`src/source/memPkg.sv`:
```
package memPkg;

    // ----------------------------------------------------------------------
    // Widths
    // ----------------------------------------------------------------------

    // One machine word
    parameter int WordSize = 32;

    // ----------------------------------------------------------------------
    // MIPS memory opcodes
    // ----------------------------------------------------------------------

    parameter logic [5:0] OpLb  = 6'h20;
    parameter logic [5:0] OpLh  = 6'h21;
    parameter logic [5:0] OpLw  = 6'h23;
    parameter logic [5:0] OpLbu = 6'h24;
    parameter logic [5:0] OpLhu = 6'h25;
    parameter logic [5:0] OpSh  = 6'h29;
    parameter logic [5:0] OpSw  = 6'h2b;

    // Decoded operation, MemNone for anything unknown
    typedef enum logic [2:0] {
        MemNone,
        MemLb,
        MemLbu,
        MemLh,
        MemLhu,
        MemLw,
        MemSh,
        MemSw
    } memOpT;

    // I-type layout of the instruction word
    typedef struct packed {
        logic [5:0]  opcode;
        logic [4:0]  rs;
        logic [4:0]  rt;
        logic [15:0] immediate;
    } instrT;

    // ----------------------------------------------------------------------
    // Stage structs
    // ----------------------------------------------------------------------

    // Decode to execute
    typedef struct packed {
        logic                valid;
        memOpT               op;
        logic                isLoad;
        logic                isStore;
        logic [15:0]         offset;
        logic [WordSize-1:0] baseValue;
        logic [WordSize-1:0] storeValue;
    } decodedT;

    // Execute to result, travels beside the memory read
    typedef struct packed {
        logic       valid;
        memOpT      op;
        logic [1:0] byteOffset;
    } accessT;

endpackage

```
`src/source/memResult.sv`:
```
`timescale 1ns/10ps

module memResult
(
    input  logic                         Clock,
    input  logic                         nReset,
    input  memPkg::accessT               Access,
    input  logic [memPkg::WordSize-1:0]  ReadData,
    output logic                         LoadValid,
    output logic [memPkg::WordSize-1:0]  LoadData
);

    import memPkg::*;

    // Selected pieces of the read word
    logic [7:0]          byteSel;
    logic [15:0]         halfSel;
    logic [WordSize-1:0] extended;

    // ----------------------------------------------------------------------
    // Lane select
    // ----------------------------------------------------------------------

    // Little-endian byte pick
    always_comb
    begin
        case (Access.byteOffset)
            2'd0:    byteSel = ReadData[7:0];
            2'd1:    byteSel = ReadData[15:8];
            2'd2:    byteSel = ReadData[23:16];
            default: byteSel = ReadData[31:24];
        endcase
    end

    // Halfword by address bit 1
    assign halfSel = Access.byteOffset[1] ? ReadData[31:16] : ReadData[15:0];

    // ----------------------------------------------------------------------
    // Extension
    // ----------------------------------------------------------------------

    always_comb
    begin
        case (Access.op)
            MemLb:   extended = {{(WordSize-8){byteSel[7]}}, byteSel};
            MemLbu:  extended = {{(WordSize-8){1'b0}}, byteSel};
            MemLh:   extended = {{(WordSize-16){halfSel[15]}}, halfSel};
            MemLhu:  extended = {{(WordSize-16){1'b0}}, halfSel};
            MemLw:   extended = ReadData;
            // Stores and errors carry no data
            default: extended = '0;
        endcase
    end

    // Output register, data held at zero between loads
    always_ff @(posedge Clock or negedge nReset)
    begin
        if (!nReset)
        begin
            LoadValid <= 1'b0;
            LoadData  <= '0;
        end
        else
        begin
            LoadValid <= Access.valid;
            LoadData  <= Access.valid ? extended : '0;
        end
    end

endmodule

```
`config.mk`:
```
export PLATFORM = sky130hd
export DESIGN_NAME = memResult
export DESIGN_NICKNAME = d
export VERILOG_FILES = /design/src/source/memPkg.sv /design/src/source/memResult.sv
export SDC_FILE = /design/constraint.sdc
export NUM_CORES = 1
export LEC_CHECK = 0
export ABC_AREA = 1
export BUFFER_PORTS_ARGS = -buffer_cell sky130_fd_sc_hd__buf_2
export CORE_ASPECT_RATIO = 1.4
export CORE_MARGIN = 1
export CORE_UTILIZATION = 45
export DETAILED_ROUTE_END_ITERATION = 16
export PLACE_DENSITY = 0.83
export SLEW_MARGIN = 40
export SYNTH_ARGS = -nofsm -noshare
export SYNTH_HDL_FRONTEND = slang
export SYNTH_SLANG_ARGS = --single-unit
export TNS_END_PERCENT = 100
```
`constraint.sdc`:
```
create_clock -name Clock -period 0.8 [get_ports Clock]
set_clock_uncertainty 0.1 [all_clocks]
set_input_delay 0.04 -clock Clock [delete_from_list [all_inputs] [get_ports Clock]]
set_output_delay 0.04 -clock Clock [all_outputs]
set_load 0.01 [all_outputs]
```
==> results.json <==
{
  "synth_nets": 275,
  "seq_area_frac_synth_pct": 45.2,
  "antenna_found_initial": 0,
  "muxShareOfSynthArea_pct": 0,
  "hold_viol_final": 12,
  "synthAdderAreaFrac_pct": 0,
  "grt_setup_unrepaired": "yes",
  "violations": "hold timing, setup timing",
  "synth_compound_area_share_pct": 16.2,
  "areaGrowthSynthToFinish_pct": 56.3,
  "drt_iter0_markers": 191,
  "post_synth.cell_area_avg_um2": 7.77,
  "power_switching_mw": 1.31,
  "cts_num_sinks": 33,
  "grt_usage_pct": 27.4,
  "synth_cell_types": 19,
  "period_needed_ps": 968,
  "syn-instance-count": 235,
  "vias": 2269,
  "nets": 377,
  "critical_path.cell_chain": "buf_2",
  "yosysTopAreaCellShare_pct": 45.2,
  "crit_buf_inv": 1,
  "cts_hold_buf": 17,
  "p_total_mw": 4.14,
  "crit_type": "reg -> out",
  "clk_path_buf_depth": 2,
  "dp.cells": 348,
  "period_share_pct": 121,
  "die-width_um": 55.8,
  "cpPeakStageDelay_ps": 390,
  "drv_slew": 0,
  "yosys_warnings": 0,
  "core.rowCount": 27,
  "initial_core_util_pct": 46.6,
  "max_cap_viol_count": 0,
  "cts.clk_slew.worst_paths_ps": 70,
  "clockPowerShare_pct": 30.3,
  "tightest_slew_ps": 246,
  "p_comb_share_pct": 26.6,
  "drtAntennaViolNets": 0,
  "power.leakage_nw": 1.51,
  "slowest_stage": "dfrtp_1",
  "relSlewSlack_pct": 83.6,
  "synth.largest_area_cell": "dfrtp_1",
  "io_pins": 73,
  "grt_first_pass_wirelength_um": 9320,
  "ir_drop_mv": 1.21,
  "n_antenna_cell": 0,
  "core_mm2": 0.00392,
  "setup_ws_ps": -168,
  "drive_gt1_share_pct": 39.1,
  "cp-start-kind": "flip-flop",
  "p_int_mw": 2.82,
  "arrival_ps": 830,
  "synth_xor_area_share_pct": 0,
  "dr.pass1.iters": 5,
  "cts-htree-levels": 2,
  "power_density_mw_per_mm2": 1450,
  "critPathMaxFanout": 1,
  "seqPwrFrac_pct": 43.1,
  "grt_max_degree": 32,
  "fmax_mhz": 1030,
  "final_cell_mix": "65 x buf_2, 62 x nand2_1, 33 x dfrtp_1",
  "endpoint_kind": "output pin",
  "grt.overflow.total": 0,
  "root_buffer": "clkbuf_8",
  "synth_top_family_by_area": "simple AND/OR/NAND/NOR gates",
  "whs_ps": -86.1,
  "outcome": "finished, violations left",
  "gp_congestion": 0.869,
  "dieArea_mm2": 0.00432,
  "critPathRequiredTime_ps": 660,
  "tritoncts": "done",
  "port_buffers": 72,
  "crit_family": "flip-flops",
  "finalSetupViolations": 35,
  "stdcell_count": 381,
  "synth_area_leaders": "dfrtp_1 45%, nand2_1 14%, a31oi_1 8.2%",
  "fp.dieH_um": 77.4,
  "sw_frac_of_total_pct": 31.8,
  "routed_wl_um": 6790,
  "synth_area_mm2": 0.00183,
  "drc": 0,
  "viasPerCell": 5.96,
  "post-dp-hpwl_um": 3540,
  "yosys.area_share.simple_pct": 27.6,
  "holdCritPathClass": "in -> reg",
  "first_global_vias": 1970,
  "routedWlPerCell_um": 17.8,
  "ys_ff_latch": 33,
  "numCtsBuffers": 5,
  "mostFrequentLayoutCell": "buf_2"
}
cell families after synthesis:
group / count (synthesis)
DFF: 33
AOI/OAI and AO/OA: 53
and+or+nand+nor: 112
buffers and inverters: 37
per-layer routing:
layer  vias up  share of wire (%)  global-route usage (%)
li1       1004                  -                       -
met3        51                8.5                    6.17
met5         -                  0                       0
met1      1053                 34                    33.0
met2       161                 50                    44.9
met4         0                7.1                    15.9
sequential cells by signal, summed over array words and instances (netlist names):
register	count
LoadValid	1
LoadData	32
layout make-up:
type                            count  area (um2)
Tap cell                           43        53.8
Clock buffer                        5        68.8
Sequential cell                    33         826
Clock inverter                      3        17.5
Timing Repair inverter              1        8.76
Fill cell                         271        1060
Multi-Input combinational cell    170        1010
Timing Repair Buffer              102         758
Inverter                           24         115
repair_timing:
| action | CTS | global route |
|---|---|---|
| setup buffers | 0 | 7 |
| pin swaps | 1 | 15 |
| cloned | 3 | 3 |
| hold endpoints to repair | 58 | 13 |
| setup endpoints to repair | 64 | 65 |
| resized for setup | 10 | 40 |
synth_stat cells:
master	n
o21ai_0	7
inv_4	1
a31oi_1	24
nor2_1	17
inv_1	22
dfrtp_1	33
buf_6	6
nand3_2	4
nand3b_1	1
buf_4	2
nand2_1	68
inv_6	1
clkbuf_1	3
nand3_1	11
nand3b_4	1
nand4_1	7
a21oi_1	22
buf_2	2
nand2_2	3
power groups by stage:
stage | sequential [mW] | clock, mW | combinational [mW]
floorplan | 1.86 | 0 | 0.410
global placement | 1.81 | 0 | 0.793
detailed placement | 1.81 | 0 | 0.804
CTS | 1.78 | 1.24 | 0.923
global route | 1.79 | 1.33 | 1.17
finish | 1.78 | 1.25 | 1.10
per-stage QoR:
stage	cell area [um2]	util [%]	worst slack, ps	setup TNS [ps]
final	2860	72.9	-168	-4210
after global routing	2860	72.9	-184	-5250
after CTS	2640	67.3	-168	-4010
after detailed placement	2300	58.6	-376	-10300
after global placement	2300	58.6	-341	-9240
after floorplan	1900	-	-114	-2600
worst paths after layout:
path                         startpoint      endpoint  slack (ps)  cells past startpoint
max                         LoadData[2]   LoadData[2]        -170                      1
min                        ReadData[28]  LoadData[28]         -90                      3
max in group asynchronous        nReset   LoadData[9]         150                      3
min in group asynchronous        nReset   LoadData[5]          40                      2
No activity file was read; power rests on OpenSTA's default activity.
