[config.mk]
export PLATFORM = sky130hd
export DESIGN_NAME = memExecute
export DESIGN_NICKNAME = d
export VERILOG_FILES = /design/src/source/memPkg.sv /design/src/source/memExecute.sv
export SDC_FILE = /design/constraint.sdc
export NUM_CORES = 1
export LEC_CHECK = 0
export ABC_AREA = 1
export BUFFER_PORTS_ARGS = -buffer_cell sky130_fd_sc_hd__buf_2
export CAP_MARGIN = 20
export CORE_MARGIN = 2
export CORE_UTILIZATION = 33
export DETAILED_ROUTE_END_ITERATION = 7
export GPL_ROUTABILITY_DRIVEN = 0
export MAX_ROUTING_LAYER = met4
export PLACE_DENSITY = 0.81
export SYNTH_ARGS = -nofsm -noshare
export SYNTH_HDL_FRONTEND = slang
export SYNTH_SLANG_ARGS = --single-unit
[constraint.sdc]
create_clock -name Clock -period 3.5 [get_ports Clock]
set_input_delay 1.05 -clock Clock [delete_from_list [all_inputs] [get_ports Clock]]
set_output_delay 1.05 -clock Clock [all_outputs]
set_load 0.005 [all_outputs]
[src/source/memPkg.sv]
package memPkg;

    // ----------------------------------------------------------------------
    // Widths
    // ----------------------------------------------------------------------

    // One machine word
    parameter int WordSize = 32;

    // ----------------------------------------------------------------------
    // MIPS memory opcodes
    // ----------------------------------------------------------------------

    parameter logic [5:0] OpLb  = 6'h20;
    parameter logic [5:0] OpLh  = 6'h21;
    parameter logic [5:0] OpLw  = 6'h23;
    parameter logic [5:0] OpLbu = 6'h24;
    parameter logic [5:0] OpLhu = 6'h25;
    parameter logic [5:0] OpSh  = 6'h29;
    parameter logic [5:0] OpSw  = 6'h2b;

    // Decoded operation, MemNone for anything unknown
    typedef enum logic [2:0] {
        MemNone,
        MemLb,
        MemLbu,
        MemLh,
        MemLhu,
        MemLw,
        MemSh,
        MemSw
    } memOpT;

    // I-type layout of the instruction word
    typedef struct packed {
        logic [5:0]  opcode;
        logic [4:0]  rs;
        logic [4:0]  rt;
        logic [15:0] immediate;
    } instrT;

    // ----------------------------------------------------------------------
    // Stage structs
    // ----------------------------------------------------------------------

    // Decode to execute
    typedef struct packed {
        logic                valid;
        memOpT               op;
        logic                isLoad;
        logic                isStore;
        logic [15:0]         offset;
        logic [WordSize-1:0] baseValue;
        logic [WordSize-1:0] storeValue;
    } decodedT;

    // Execute to result, travels beside the memory read
    typedef struct packed {
        logic       valid;
        memOpT      op;
        logic [1:0] byteOffset;
    } accessT;

endpackage

[src/source/memExecute.sv]
`timescale 1ns/10ps

module memExecute #(
    parameter int AddressSize = 10
)
(
    input  logic                         Clock,
    input  logic                         nReset,
    input  memPkg::decodedT              Decoded,
    output logic                         WriteEn,
    output logic                         WriteL,
    output logic                         WriteR,
    output logic                         ReadEn,
    output logic [AddressSize-1:0]       Address,
    output logic [memPkg::WordSize-1:0]  WriteData,
    output memPkg::accessT               Access,
    output logic                         AddressError
);

    import memPkg::*;

    // Address arithmetic
    logic [WordSize-1:0]    offsetExt;
    logic [WordSize-1:0]    effective;
    logic [AddressSize-1:0] byteAddress;

    // Legality
    logic                   aligned;
    logic                   legal;
    logic                   halfStore;

    // Access descriptor registers
    logic                   accessValidQ;
    memOpT                  accessOpQ;
    logic [1:0]             accessOffsetQ;

    // ----------------------------------------------------------------------
    // Effective address
    // ----------------------------------------------------------------------

    // Base plus sign-extended immediate
    assign offsetExt   = {{(WordSize-16){Decoded.offset[15]}}, Decoded.offset};
    assign effective   = Decoded.baseValue + offsetExt;
    assign byteAddress = effective[AddressSize-1:0];

    // Alignment per operation size
    always_comb
    begin
        case (Decoded.op)
            MemLw, MemSw:         aligned = (byteAddress[1:0] == 2'b00);
            MemLh, MemLhu, MemSh: aligned = ~byteAddress[0];
            MemLb, MemLbu:        aligned = 1'b1;
            // MemNone never legal
            default:              aligned = 1'b0;
        endcase
    end

    assign legal = Decoded.valid & aligned;

    // ----------------------------------------------------------------------
    // Memory drive
    // ----------------------------------------------------------------------

    assign ReadEn    = legal & Decoded.isLoad;
    assign WriteEn   = legal & Decoded.isStore;
    assign halfStore = (Decoded.op == MemSh);

    // Halfword lane from address bit 1
    assign WriteL = WriteEn & halfStore & byteAddress[1];
    assign WriteR = WriteEn & halfStore & ~byteAddress[1];

    // Word address into the array
    assign Address = {byteAddress[AddressSize-1:2], 2'b00};

    // Store data placed on its lane
    always_comb
    begin
        if (halfStore && byteAddress[1])
            WriteData = {Decoded.storeValue[15:0], 16'h0000};
        else if (halfStore)
            WriteData = {16'h0000, Decoded.storeValue[15:0]};
        else
            WriteData = Decoded.storeValue;
    end

    // ----------------------------------------------------------------------
    // Registered status, aligned with the memory read
    // ----------------------------------------------------------------------

    always_ff @(posedge Clock or negedge nReset)
    begin
        if (!nReset)
        begin
            accessValidQ <= 1'b0;
            AddressError <= 1'b0;
        end
        else
        begin
            accessValidQ <= ReadEn;
            AddressError <= Decoded.valid & ~aligned;
        end
    end

    always_ff @(posedge Clock)
    begin
        accessOpQ     <= Decoded.op;
        accessOffsetQ <= byteAddress[1:0];
    end

    assign Access = '{valid: accessValidQ, op: accessOpQ, byteOffset: accessOffsetQ};

endmodule

==> impl_metrics.py, run 1 <==
metrics = {
    "placement": {
        "hpwl_um": 2900,
        "place_ws_ns": -0.181,
        "io_buffers": 110,
    },
    "synth": {
        "ys_seq_elements": 7,
        "yosys_most_used_dff": "dfxtp_1",
        "synthArstFlopShare": 0.286,
        "synth_area_per_cell_sq_um": 6.19,
        "yosysMostFrequentCell": "inv_1",
        "synth_top_cell_area_share": 0.152,
        "synthTopCellsByCount": "47 x inv_1, 39 x nand2_1, 25 x nor2_1, 12 x buf_4",
        "synth_edf_count": 0,
        "yosys.area.top_type": "inv_1",
        "yosys_warnings": 0,
        "yosysUniqueCellTypes": 23,
        "yosysSeqAreaShare": 0.130,
        "synth.area.top_cells": "inv_1 15%, nand2_1 13%, ha_1 9.7%",
        "syn_inst": 187,
        "synth_area_sq_mm": 0.00116,
    },
    "outcome": {
        "violations": "setup timing",
        "status": "finished, violations left",
    },
    "clock_tree": {
        "cts_tree": "yes",
        "htree_levels": 1,
        "clock_path_buffers": 2,
        "clkTransAtPathRegs_ns": 0.05,
        "cts_hold_buf": 0,
        "cts_root_buffer": "clkbuf_4",
        "cts_inserted_buffers": 3,
        "cts_sinks": 7,
    },
    "critical_path": {
        "crit_path_max_incr_delay_ns": 0.45,
        "critPathLaunchType": "input pin",
        "path_buf_inv": 2,
        "path_max_fanout": 3,
        "crit_type": "input pin to primary output",
        "cp.arrival_ns": 2.48,
        "worstPathCellList": "buf_6, ha_4, fa_2, nand2_1, o21ai_1, o21ai_1, nand2_1, nor3b_2, buf_2",
        "critPathSlowestCell": "fa_2",
        "worst_ep_required_time_ns": 2.45,
        "critPathTopFamily": "adder cells",
        "worstSetupEndpointType": "primary output",
    },
    "detailed_routing": {
        "drt-met1-wl_um": 1310,
        "num_vias": 1541,
        "firstDrtPassIters": 4,
        "wl_per_cell_um": 10.7,
        "route.met3.wl_um": 329,
        "ant_nets": 0,
        "wl_met2_um": 2020,
        "drt-initial-drc-count": 50,
        "viasPerCell": 4.47,
        "drc_errors": 0,
        "maxUsedRoutingLayer": "met4",
        "drt-total-wl_um": 3680,
    },
    "finish": {
        "synthToLayoutAreaGrowth_pct": 65.9,
        "n_fill_cell": 335,
        "finalNetCount": 398,
        "ff_latch_area_sq_um": 150,
        "post-route-util": 0.571,
        "multi_input_area_sq_um": 801,
        "antenna_cells": 0,
        "layout-drive-gt1-share": 0.492,
    },
    "power_and_ir_drop": {
        "leakage_nw": 1.22,
        "power.density_mw_per_mm2": 217,
        "ir_worst_vdd_mv": 0.0799,
        "total_power_w": 0.000416,
    },
    "global_routing": {
        "grt_pass1_wl_um": 5430,
        "grt_util_all_layers": 0.166,
        "antenna_found_initial": 0,
        "grt_max_degree": 18,
        "globalRouteOverflowTotal": 0,
        "grt_pass1_vias": 1340,
    },
    "sta": {
        "finalCritPeriodShare": 1.01,
        "layout_setup_ws_ns": -0.0293,
        "hold_viol": 0,
        "setup_tns_ns": -0.117,
        "period_minus_slack_ns": 3.53,
        "report.final.slew_viol_count": 0,
        "rsz0062_at_grt": "yes",
        "max_freq_ghz": 0.283,
        "setup_viol": 12,
    },
    "worst_hold_path": {
        "hold_path.class": "input pin to async pin",
    },
    "floorplanning": {
        "start_util": 0.344,
        "coreArea_sq_mm": 0.00336,
        "num_rows": 21,
        "die_w_um": 63.2,
        "design.die.area_sq_mm": 0.00400,
        "pin_count": 141,
        "die_y_um": 63.2,
    },
    "flow_run": {
        "cap_violations": 0,
    },
}
==> metrics by stage <==
step,std cells,instance area [sq um],hold WS [ns]
5_1_grt,345,1920,0.565
4_1_cts,341,1830,0.566
3_5_place_dp,336,1710,0.836
3_3_place_gp,336,1710,0.835
2_1_floorplan,188,1160,0.754
6_report,345,1920,0.569
==> where the power goes <==
part	total, W	internal [W]	switching, W	leakage (nW)
registers	0.0000882	0.0000868	0.00000141	0.0685
clock network	0.0000744	0.0000436	0.0000308	0.0150
logic	0.000254	0.000130	0.000124	1.14
total	0.000416	0.000260	0.000157	1.22
==> area by class of cell <==
class,count,share of cell area
Multi-Input combinational cell,118,0.417
Sequential cell,7,0.0782
Inverter,49,0.0984
Timing Repair Buffer,121,0.363
Tap cell,46,0.0300
Clock buffer,4,0.0137
==> routing by layer <==
| layer | global-route usage | vias up |
|---|---|---|
| li1 | - | 786 |
| met1 | 0.145 | 676 |
| met2 | 0.355 | 77 |
| met3 | 0.0357 | 2 |
| met4 | 0.0326 | 0 |
| met5 | - | - |
==> timing repair <==
| item | 4_1_cts | 5_1_grt |
|---|---|---|
| gates cloned | 0 | 2 |
| buffers inserted | 1 | 2 |
| gates resized for setup | 17 | 3 |
| setup endpoints to repair | 36 | 22 |
| pin swaps | 6 | 8 |
==> worst paths after layout <==
path                              from      endpoint  slack (ns)  depth (start not counted)
max in group asynchronous       nReset  AddressError        2.84                          1
max                        Decoded[32]        ReadEn       -0.03                          9
min                             nReset  accessValidQ        0.57                          1
min in group Clock         Decoded[84]  accessOpQ[2]        0.94                          1
==> sequential cells by signal, summed over array words and instances, names as in the netlist <==
register	flops
AddressError	1
accessOffsetQ	2
accessOpQ	3
accessValidQ	1
==> cell families (layout without fill, tap and decap cells) <==
group | count (synthesis) | after routing | share of synthesized area
AO/OA/AOI/OAI | 23 | 23 | 0.168
buffers and inverters | 63 | 174 | 0.257
other | 1 | 2 | 0.00324
flip-flops | 7 | 7 | 0.130
adder cells (fa/ha/maj) | 10 | 10 | 0.115
XOR/XNOR | 5 | 5 | 0.0378
AND/OR/NAND/NOR | 78 | 78 | 0.290
==> layout by cell type, fill, tap and decap left out, types with 2 or more instances in the layout <==
| master | Yosys | layout |
|---|---|---|
| nand3_1 | 9 | 9 |
| a21oi_1 | 4 | 4 |
| xor2_1 | 5 | 5 |
| nand2_1 | 39 | 39 |
| inv_1 | 47 | 47 |
| clkbuf_4 | 0 | 3 |
| buf_4 | 12 | 7 |
| dfrtp_1 | 2 | 2 |
| o21ai_1 | 0 | 2 |
| buf_2 | 0 | 108 |
| conb_1 | 1 | 2 |
| nor2_1 | 25 | 25 |
| dfxtp_1 | 5 | 5 |
| clkbuf_16 | 0 | 2 |
| o22ai_4 | 0 | 2 |
| o22ai_2 | 9 | 14 |
| buf_6 | 2 | 3 |
| ha_1 | 9 | 8 |
| nand4_1 | 2 | 2 |
Note: power is estimated with default switching activity, not from simulation.
==> run 2: changes to the inputs <==
RECOVER_POWER = 100   (was unset)
==> impl_metrics.py, run 2 (same netlist as run 1, synthesis figures left out) <==
metrics = {
    "outcome": {
        "status": "finished, violations left",
        "violations": "setup timing",
    },
    "global_routing": {
        "globalRouteOverflowTotal": 0,
        "antenna_found_initial": 0,
        "grtUsageMet1": 0.145,
        "grt_util_met2": 0.355,
        "grt_util_all_layers": 0.166,
        "grt_pass1_wl_um": 5430,
        "busiest_layer": "met2",
        "grtUsageMet3": 0.0357,
        "grt_max_degree": 18,
        "grt_pass1_vias": 1340,
    },
    "sta": {
        "max_freq_ghz": 0.283,
        "period_minus_slack_ns": 3.53,
        "timing.hold.ws_ns": 0.567,
        "rsz0062_at_grt": "yes",
        "layout_setup_ws_ns": -0.0293,
        "hold_viol": 0,
        "report.final.slew_viol_count": 0,
        "setup_tns_ns": -0.117,
        "finalCritPeriodShare": 1.01,
        "setup_viol": 12,
    },
    "critical_path": {
        "crit_path_max_incr_delay_ns": 0.45,
        "critPathTopFamily": "adder cells",
        "cp.arrival_ns": 2.48,
        "critPathLaunchType": "input pin",
        "path_max_fanout": 3,
        "worst_ep_required_time_ns": 2.45,
        "crit_type": "input pin to primary output",
        "worstPathCellList": "buf_6, ha_4, fa_2, nand2_1, o21ai_1, o21ai_1, nand2_1, nor3b_2, buf_2",
        "critPathSlowestCell": "fa_2",
        "path_buf_inv": 2,
        "worstSetupEndpointType": "primary output",
        "crit_start": "Decoded[32]",
    },
    "clock_tree": {
        "clkTransAtPathRegs_ns": 0.05,
        "cts_root_buffer": "clkbuf_4",
        "clock_path_buffers": 2,
        "cts_tree": "yes",
        "htree_levels": 1,
        "cts_inserted_buffers": 3,
        "cts_sinks": 7,
    },
    "detailed_routing": {
        "drc_errors": 0,
        "ant_nets": 0,
        "drt-initial-drc-count": 52,
        "drt-total-wl_um": 3680,
        "num_vias": 1544,
        "wl_per_cell_um": 10.7,
        "firstDrtPassIters": 4,
        "viasPerCell": 4.48,
    },
    "power_and_ir_drop": {
        "leakage_nw": 1.22,
        "switchingPower_w": 0.000157,
        "total_power_w": 0.000416,
        "seqPwrFrac": 0.212,
        "pwr-share-clk": 0.179,
        "pwr-share-comb": 0.609,
        "ir_worst_vdd_mv": 0.0799,
        "internal_power_w": 0.000260,
        "swShare": 0.376,
        "power.density_mw_per_mm2": 217,
    },
    "finish": {
        "mostFrequentLayoutCells": "107 x buf_2, 47 x inv_1, 39 x nand2_1, 25 x nor2_1, 14 x o22ai_2",
        "top_register": "accessOpQ",
        "antenna_cells": 0,
        "synthToLayoutAreaGrowth_pct": 65.8,
        "top_regs": "accessOpQ (3), accessOffsetQ (2)",
        "finalNetCount": 398,
        "largest_reg_flops": 3,
        "final_common_cell": "buf_2",
        "layout-drive-gt1-share": 0.488,
    },
    "placement": {
        "hpwl_um": 2900,
        "io_buffers": 110,
        "place_ws_ns": -0.181,
    },
    "floorplanning": {
        "coreArea_sq_mm": 0.00336,
        "design.die.area_sq_mm": 0.00400,
        "die_y_um": 63.2,
        "die_w_um": 63.2,
        "pin_count": 141,
        "num_rows": 21,
        "start_util": 0.344,
    },
    "flow_run": {
        "cap_violations": 0,
    },
    "worst_hold_path": {
        "hold_path.class": "input pin to async pin",
    },
}
[run 2: changes by cell type in the layout (fill, tap and decap cells not counted)]
| cell | change |
|---|---|
| buf_2 | -1 |
| clkbuf_1 | +1 |
[run 2: worst paths after layout]
kind                       cells after the start  slack, ns      endpoint
worst max-delay path                           9      -0.03        ReadEn
worst min-delay path                           1       0.57  accessValidQ
max in group asynchronous                      1       2.81  AddressError
min in group Clock                             1       0.94  accessOpQ[2]
[run 2: area by class of cell]
cell class / count / area (sq um)
fill: 334 / 1440
multi-input combinational: 118 / 801
timing repair buffer: 121 / 696
inverter: 49 / 189
sequential: 7 / 150
tap: 46 / 57.6
clock buffer: 4 / 26.3
[run 2: timing repair]
item	CTS	global route
pin swaps	6	8
hold buffers	0	0
endpoints found under the setup margin	36	22
cloned	0	2
gates resized for setup	17	3
buffers inserted	1	2
[run 2: power by group through the flow]
stage                     Clock [W]  Combinational [W]  Sequential [W]
after floorplan                   0           0.000145       0.0000909
after global placement            0           0.000223       0.0000899
after detailed placement          0           0.000227       0.0000900
after CTS                 0.0000760           0.000241       0.0000883
after global routing      0.0000814           0.000282       0.0000886
final                     0.0000744           0.000254       0.0000882
[run 2: layer usage]
metal | vias up | routed length, um
met3 | 2 | 329
li1 | 786 | -
met5 | - | 0
met2 | 77 | 2020
met4 | 0 | 16
met1 | 679 | 1310
[run 2: metrics by stage]
stage               cell area (sq um)   util  std cells
finish                           1920  0.571        345
global route                     1920  0.571        345
CTS                              1830  0.545        341
detailed placement               1710  0.510        336
global placement                 1710  0.510        336
floorplan                        1160      -        188
