<file path="config.mk">
export PLATFORM = sky130hd
export DESIGN_NAME = memDecode
export DESIGN_NICKNAME = d
export VERILOG_FILES = /design/src/source/memPkg.sv /design/src/source/memDecode.sv
export SDC_FILE = /design/constraint.sdc
export NUM_CORES = 1
export LEC_CHECK = 0
export BUFFER_PORTS_ARGS = -buffer_cell sky130_fd_sc_hd__buf_2
export CAP_MARGIN = 20
export CORE_UTILIZATION = 40
export CTS_BUF_LIST = sky130_fd_sc_hd__clkbuf_8
export CTS_CLUSTER_DIAMETER = 40
export DETAILED_ROUTE_END_ITERATION = 12
export GPL_TIMING_DRIVEN = 0
export MAX_ROUTING_LAYER = met4
export PLACE_DENSITY = 0.89
export SLEW_MARGIN = 0
export SYNTH_ARGS = -nofsm -noshare
export SYNTH_HDL_FRONTEND = slang
export SYNTH_SLANG_ARGS = --single-unit
</file>
<file path="constraint.sdc">
create_clock -name Clock -period 0.8 [get_ports Clock]
set_input_delay 0.04 -clock Clock [delete_from_list [all_inputs] [get_ports Clock]]
set_output_delay 0.04 -clock Clock [all_outputs]
set_load 0.05 [all_outputs]
</file>
<file path="src/source/memPkg.sv">
package memPkg;

    // ----------------------------------------------------------------------
    // Widths
    // ----------------------------------------------------------------------

    // One machine word
    parameter int WordSize = 32;

    // ----------------------------------------------------------------------
    // MIPS memory opcodes
    // ----------------------------------------------------------------------

    parameter logic [5:0] OpLb  = 6'h20;
    parameter logic [5:0] OpLh  = 6'h21;
    parameter logic [5:0] OpLw  = 6'h23;
    parameter logic [5:0] OpLbu = 6'h24;
    parameter logic [5:0] OpLhu = 6'h25;
    parameter logic [5:0] OpSh  = 6'h29;
    parameter logic [5:0] OpSw  = 6'h2b;

    // Decoded operation, MemNone for anything unknown
    typedef enum logic [2:0] {
        MemNone,
        MemLb,
        MemLbu,
        MemLh,
        MemLhu,
        MemLw,
        MemSh,
        MemSw
    } memOpT;

    // I-type layout of the instruction word
    typedef struct packed {
        logic [5:0]  opcode;
        logic [4:0]  rs;
        logic [4:0]  rt;
        logic [15:0] immediate;
    } instrT;

    // ----------------------------------------------------------------------
    // Stage structs
    // ----------------------------------------------------------------------

    // Decode to execute
    typedef struct packed {
        logic                valid;
        memOpT               op;
        logic                isLoad;
        logic                isStore;
        logic [15:0]         offset;
        logic [WordSize-1:0] baseValue;
        logic [WordSize-1:0] storeValue;
    } decodedT;

    // Execute to result, travels beside the memory read
    typedef struct packed {
        logic       valid;
        memOpT      op;
        logic [1:0] byteOffset;
    } accessT;

endpackage

</file>
<file path="src/source/memDecode.sv">
`timescale 1ns/10ps

module memDecode
(
    input  logic                         Clock,
    input  logic                         nReset,
    input  logic                         InstrValid,
    input  memPkg::instrT                Instr,
    input  logic [memPkg::WordSize-1:0]  BaseValue,
    input  logic [memPkg::WordSize-1:0]  StoreValue,
    output memPkg::decodedT              Decoded
);

    import memPkg::*;

    // Combinational classification
    memOpT               opNext;
    logic                isLoadNext;
    logic                isStoreNext;

    // Control registers
    logic                validQ;
    memOpT               opQ;
    logic                isLoadQ;
    logic                isStoreQ;

    // Operand registers
    logic [15:0]         offsetQ;
    logic [WordSize-1:0] baseQ;
    logic [WordSize-1:0] storeQ;

    // ----------------------------------------------------------------------
    // Opcode decode
    // ----------------------------------------------------------------------

    always_comb
    begin
        case (Instr.opcode)
            OpLb:    opNext = MemLb;
            OpLbu:   opNext = MemLbu;
            OpLh:    opNext = MemLh;
            OpLhu:   opNext = MemLhu;
            OpLw:    opNext = MemLw;
            OpSh:    opNext = MemSh;
            OpSw:    opNext = MemSw;
            // Unknown, flagged later by execute
            default: opNext = MemNone;
        endcase
    end

    // Load or store class
    assign isLoadNext  = (opNext == MemLb) || (opNext == MemLbu) || (opNext == MemLh) ||
                         (opNext == MemLhu) || (opNext == MemLw);
    assign isStoreNext = (opNext == MemSh) || (opNext == MemSw);

    // ----------------------------------------------------------------------
    // Pipeline register
    // ----------------------------------------------------------------------

    always_ff @(posedge Clock or negedge nReset)
    begin
        if (!nReset)
        begin
            validQ   <= 1'b0;
            opQ      <= MemNone;
            isLoadQ  <= 1'b0;
            isStoreQ <= 1'b0;
        end
        else
        begin
            validQ   <= InstrValid;
            opQ      <= opNext;
            isLoadQ  <= isLoadNext;
            isStoreQ <= isStoreNext;
        end
    end

    // Operands only captured on a real instruction
    always_ff @(posedge Clock)
    begin
        if (InstrValid)
        begin
            offsetQ <= Instr.immediate;
            baseQ   <= BaseValue;
            storeQ  <= StoreValue;
        end
    end

    assign Decoded = '{valid: validQ, op: opQ, isLoad: isLoadQ, isStore: isStoreQ,
                       offset: offsetQ, baseValue: baseQ, storeValue: storeQ};

endmodule

</file>
==> results.md, run 1 <==
* Status: complete, but fails checks
* Failing checks: hold timing, setup timing
* Worst-path maximum fanout at 1
* Time the worst path needs with I/O delays and setup at 1.06 ns
* Post-route worst setup slack at -0.256 ns
* Most Crowded Layer GR: met2
* # setup viols final at 86
* Multiplexer share of the synthesized area at 0%
* Hold_sp: Instr[28]
* IO Pins at 185
* Crit. End Element: primary output
* Post-Syn Area per Cell at 25.9 sq um
* Synth warnings at 0
* Max Slew Vio Count at 0
* Origin of the worst setup path: baseQ[20]$_DFFE_PP_
* Row count at 29
* Drc violations at 0
* Post-synthesis sequential area ratio at 95.6%
* Hold/Removal Path Class: input pin to flip-flop
* Crit-path max cell delay at 0.46 ns
* CP Class: flip-flop to primary output
* Routing usage on met3 at 7.91%
* Maximum vdd ir drop at 0.00160 V
* Initial Utilization at 41.8%
* Commonest cells after routing, fill and taps aside: 87 x buf_2, 84 x buf_6, 82 x dlygate4sd3_1
* Drt pass-1 iters at 5
* Post-synth net total at 202
* Full die area at 7010 sq um
* Final hold vios at 1
* F_max at 0.947 GHz
* Vias in the first global route at 2480
* Crit path arrival time at 1.02 ns
* Total CTS buffers at 9
* Clock Sinks at 86
* Htree depth at 3
* MaxCap Viol Count at 0
* Critical-path cell list: buf_6
* CP required at 0.76 ns
* Final Cycle Share at 132%
* Cell area after synthesis at 2670 sq um
* Die width at 83.7 um
* Largest family of logic cells by synthesized area: simple AND/OR/NAND/NOR gates
* Clock slew at reported path FFs at 0.10 ns
* Pleak at 0.00225 uW
* Compound-Gate Fraction of Synth Area at 1.03%
* Setup slack at placement at -0.413 ns
* Port bufs at 174
* Global Route Usage Sum at 26.7%
* Met2 usage at 49.7%
* Routed len/inst at 20.0 um
* Initial antenna violation count at 0
* Crit path max-delay family: flip-flops
* RSZ-0062 raised after global routing: true
* Via-to-Cell Ratio at 4.72
* Simple-gate area share of the yosys netlist at 2.44%
* Total power per unit cell area at 2250 nW/um^2
* Largest net degree at the start of global routing at 82
* End of the critical path: Decoded[52]
* Final antenna-violating net count at 0
* Flip-flop and latch count after synthesis at 86
* Routed WL at 8.99 mm
* Slew margin rel. at 51.7%
* Fin nets at 467
* CTS Root Buffer Type: clkbuf_8
* Layout cell share with drive strength beyond 1 at 52.3%
* CP Buf/Inv Count at 1
* Clock Path Buffers at 2
* Routability Congestion at 0.749
* Most common cell after layout, fill and taps aside: buf_2
* Crit path depth at 1
* CP Launch Type: flip-flop
* Syn Inst Count at 103
* DR vias at 2123
* CTS tree: done
* Layout fillers at 316
* Post-Synth Adder-Cell Area at 0%
* Synth Area in XOR/XNOR at 0%
* Post-DP HPWL at 4.12 mm
* Non-Filler Instances at 450
* Worst hold slack at -0.0341 ns
* GRT met1 Usage at 25.9%
* Core area at 6390 sq um
* Area growth, synth to finish at 97.6%
* Antenna Diode Count at 0
* Worst-Margin Slew at 0.725 ns
* DRT iter0 DRCs at 112
* Congestion Overflow GR at 0
* First-pass GRT wire length at 13.1 mm
* Dpl cells at 354
* Synth unique cells at 16
* Die Y at 83.7 um
* Crit path max-delay cell type: edfxtp_1
* Utilization after layout at 82.6%
[power breakdown]
part           switching (uW)  internal [uW]  total (uW)
combinational            1600           1050        2650
clock                    1640           2090        3740
sequential                183           5300        5490
total                    3430           8440       11900
[Yosys cell counts]
cell | n | area share [%]
a2111oi_0 | 1 | 0.33
a211oi_1 | 1 | 0.28
a31oi_1 | 1 | 0.23
and2b_2 | 1 | 0.33
buf_4 | 3 | 0.84
dfrtp_1 | 6 | 5.6
edfxtp_1 | 80 | 90
inv_1 | 1 | 0.14
nand2b_1 | 2 | 0.47
nand3b_1 | 1 | 0.28
nor2_1 | 1 | 0.14
nor3_1 | 1 | 0.19
nor4b_1 | 1 | 0.33
o21ai_0 | 1 | 0.19
or3b_2 | 1 | 0.33
or4b_1 | 1 | 0.37
[registers in the layout, summed over array words and instances (netlist names)]
register  count
validQ        1
baseQ        32
offsetQ      16
opQ           3
storeQ       32
isLoadQ       1
isStoreQ      1
[repair_timing]
action                                 in CTS  in global routing
buffers inserted                            0                  0
setup endpoints to repair                 166                 91
hold buffers                               84                  1
endpoints found under the hold margin      90                  2
pin swaps                                   0                  1
gates resized for setup                   176                  6
[logic make-up after synthesis]
| kind of cell | after synthesis |
|---|---|
| flip-flops | 86 |
| AO/OA/AOI/OAI | 4 |
| buffers and inverters | 4 |
| AND/OR/NAND/NOR | 9 |
[metrics by stage]
step | area [sq um] | hold WS, ns | setup TNS, ns | total power (uW)
CTS | 5260 | -0.0722 | -13.69 | 11700
finish | 5280 | -0.0341 | -14.04 | 11900
global placement | 3640 | -0.126 | -69.57 | 7290
floorplan | 2670 | -0.256 | 0 | 6710
detailed placement | 3640 | -0.127 | -33.02 | 7340
global route | 5280 | -0.0453 | -17.09 | 12200
[worst min path at each step]
stage                             end  depth (start not counted)
finish               opQ[0]$_DFF_PN0_                          2
global route         opQ[0]$_DFF_PN0_                          2
CTS                  opQ[0]$_DFF_PN0_                          2
detailed placement   opQ[0]$_DFF_PN0_                          1
global placement     opQ[2]$_DFF_PN0_                          1
floorplan           isLoadQ$_DFF_PN0_                          0
[routing by layer]
layer | up-vias | wire [um]
met5 | - | 0
met4 | 0 | 268
met3 | 21 | 614
met2 | 141 | 5030
met1 | 1021 | 3080
li1 | 940 | -
[cell type report]
type	instances	area, sq um	share of cell area, %
clock buffer	9	124	2.35
clock inverter	7	121	2.30
inverter	1	3.75	0.0711
multi-input combinational	13	120	2.28
sequential	86	2550	48.4
tap	77	96.3	1.83
timing repair buffer	257	2260	42.8
Note: power is estimated with default switching activity, not from simulation.
==> inputs of run 2 (changes only) <==
- TNS_END_PERCENT: default -> 5
==> run 2 against run 1 <==
Against the previous run:
- the run still ends with hold timing, setup timing left
- critical path depth unchanged
- routed wire length increased by 6.9%
- die area unchanged
- sequential share of layout area about the same
- hold slack improved by 0.028 ns
- sequential cell count unchanged
- critical endpoint unchanged
- largest power group unchanged
==> results.md, run 2 (synthesis gave the netlist of run 1 again) <==
* Status: complete, but fails checks
* Failing checks: hold timing, setup timing
* CP Class: flip-flop to primary output
* Htree depth at 3 (unchanged)
* # setup viols final at 89 (+3.5%)
* Crit path max-delay family: flip-flops
* Post-DP HPWL at 4.12 mm (unchanged)
* MaxCap Viol Count at 0 (unchanged)
* Met3 WL post-DR at 796 um (+30%)
* Final Cycle Share at 133% (+0.76 points)
* Clock Sinks at 86 (unchanged)
* Vias in the first global route at 2480 (unchanged)
* Antenna Diode Count at 0 (unchanged)
* Worst-path maximum fanout at 1 (unchanged)
* Area growth, synth to finish at 97.7% (about the same)
* CP Launch Type: flip-flop
* Final antenna-violating net count at 0 (unchanged)
* Hold depth at 2 (unchanged)
* Routability Congestion at 0.749 (unchanged)
* Port bufs at 174 (unchanged)
* Met2 wire len at 5.40 mm (+7.5%)
* Metal-1 WL at 3.06 mm (-0.68%)
* Full die area at 7010 sq um (unchanged)
* Largest net degree at the start of global routing at 82 (unchanged)
* Postcts setup bufs at 0 (unchanged)
* Hold/Removal Path Class: input pin to flip-flop
* Crit path max-delay cell type: edfxtp_1
* Utilization after layout at 82.7% (about the same)
* Clock slew at reported path FFs at 0.11 ns (about the same)
* Pleak at 0.00226 uW (+0.51%)
* Worst hold slack at -0.00617 ns (+0.0280 ns)
* CTS Root Buffer Type: clkbuf_8
* Worst Hold End: opQ[0]$_DFF_PN0_
* Final hold vios at 1 (unchanged)
* Via-to-Cell Ratio at 4.86 (+3.0%)
* Crit. End Element: primary output
* Top sig layer: met4
* IO Pins at 185 (unchanged)
* Most common cell after layout, fill and taps aside: buf_2
* Largest registers: baseQ x32, storeQ x32, offsetQ x16
* Core area at 6390 sq um (unchanged)
* Initial antenna violation count at 0 (unchanged)
* Hold_sp: Instr[28]
* Switching Share at 28.9% (about the same)
* Setup slack at placement at -0.413 ns (unchanged)
* Drt pass-1 iters at 4 (-1)
* Critical-path cell list: buf_6
* Clock power frac at 31.3% (-0.2 points)
* Layout cell share with drive strength beyond 1 at 51.6% (-0.67 points)
* Clock Path Buffers at 2 (unchanged)
* Origin of the worst setup path: baseQ[20]$_DFFE_PP_
* Initial Utilization at 41.8% (unchanged)
* Drc violations at 0 (unchanged)
* Die width at 83.7 um (unchanged)
* Row count at 29 (unchanged)
* Sequential share of power at 46.2% (about the same)
* Commonest cells after routing, fill and taps aside: 87 x buf_2, 84 x buf_6, 82 x dlygate4sd3_1
* Fin nets at 468 (+0.21%)
* Post-route worst setup slack at -0.262 ns (-0.00611 ns)
* First-pass GRT wire length at 13.1 mm (unchanged)
* Combinational share of power at 22.5% (+0.2 points)
* Crit-path max cell delay at 0.47 ns (about the same)
* Routed len/inst at 21.3 um (+6.7%)
* Max Slew Vio Count at 0 (unchanged)
* Routed WL at 9.62 mm (+6.9%)
* Total CTS buffers at 9 (unchanged)
* DRT iter0 DRCs at 112 (unchanged)
* Hold Buf Count CTS at 84 (unchanged)
* F_max at 0.941 GHz (-0.58%)
* CP required at 0.76 ns (about the same)
* Congestion Overflow GR at 0 (unchanged)
* Total power per unit cell area at 2250 nW/um^2 (about the same)
* Slew margin rel. at 50.6% (-1.1 points)
* DR vias at 2192 (+3.3%)
* Worst-Margin Slew at 0.742 ns (+0.0169 ns)
* Die Y at 83.7 um (unchanged)
* Time the worst path needs with I/O delays and setup at 1.06 ns (+0.00611 ns)
* CP Buf/Inv Count at 1 (unchanged)
* RSZ-0062 raised after global routing: true
* NetSw at 3430 uW (+0.11%)
* Maximum vdd ir drop at 0.00155 V (-2.6%)
* Crit path arrival time at 1.02 ns (about the same)
* P_int at 8450 uW (about the same)
* CTS tree: done
* Global Route Usage Sum at 26.7% (unchanged)
==> run 2: changes by cell type in the layout (fill, tap and decap cells not counted) <==
cell and delta:
nor4b_1 +1, nor2_2 -1, nor4b_2 -1, nor2_1 +1
dlymetal6s4s_1 +1
==> run 2: area by class of cell <==
cell class | count | area (sq um)
clock buffers | 9 | 124
clock inverters | 7 | 121
fillers | 316 | 1100
inverters | 1 | 3.75
multi-input cells | 13 | 111
flip-flops and latches | 86 | 2550
well taps | 77 | 96.3
repair buffers | 258 | 2270
==> run 2: per-layer routing <==
| layer | up-vias | GRT usage [%] |
|---|---|---|
| li1 | 941 | - |
| met1 | 1052 | 25.9 |
| met2 | 171 | 49.7 |
| met3 | 28 | 7.91 |
| met4 | 0 | 10.0 |
| met5 | - | - |
==> run 2: what timing repair did <==
item / 4_1_cts / 5_1_grt
hold endpoints to repair: 90 / 1
gates resized for setup: 176 / 5
endpoints found under the setup margin: 166 / 91
gates cloned: 0 / 0
==> run 2: worst max path at each step <==
stage          cells after the start  slack, ns             endpoint
6_report                           1      -0.26          Decoded[52]
5_1_grt                            1      -0.28          Decoded[52]
4_1_cts                            1      -0.20          Decoded[61]
3_5_place_dp                       1      -0.41  baseQ[11]$_DFFE_PP_
3_3_place_gp                       1      -0.86  baseQ[11]$_DFFE_PP_
2_1_floorplan                      2       0.02     opQ[1]$_DFF_PN0_
==> run 2: power by group through the flow <==
| stage | logic [uW] | registers [uW] | clock network (uW) |
|---|---|---|---|
| final | 2670 | 5490 | 3720 |
| after global routing | 2730 | 5520 | 3960 |
| after CTS | 2570 | 5460 | 3700 |
| after detailed placement | 1860 | 5480 | 0 |
| after global placement | 1830 | 5460 | 0 |
| after floorplan | 48.5 | 6670 | 0 |
==> run 2: metrics by stage <==
step | instances | total power, uW | instance area [sq um] | TNS (ns)
global placement | 354 | 7290 | 3640 | -69.57
detailed placement | 354 | 7340 | 3640 | -33.02
CTS | 451 | 11700 | 5260 | -13.69
finish | 451 | 11900 | 5280 | -14.06
global route | 451 | 12200 | 5280 | -17.36
floorplan | 103 | 6710 | 2670 | 0
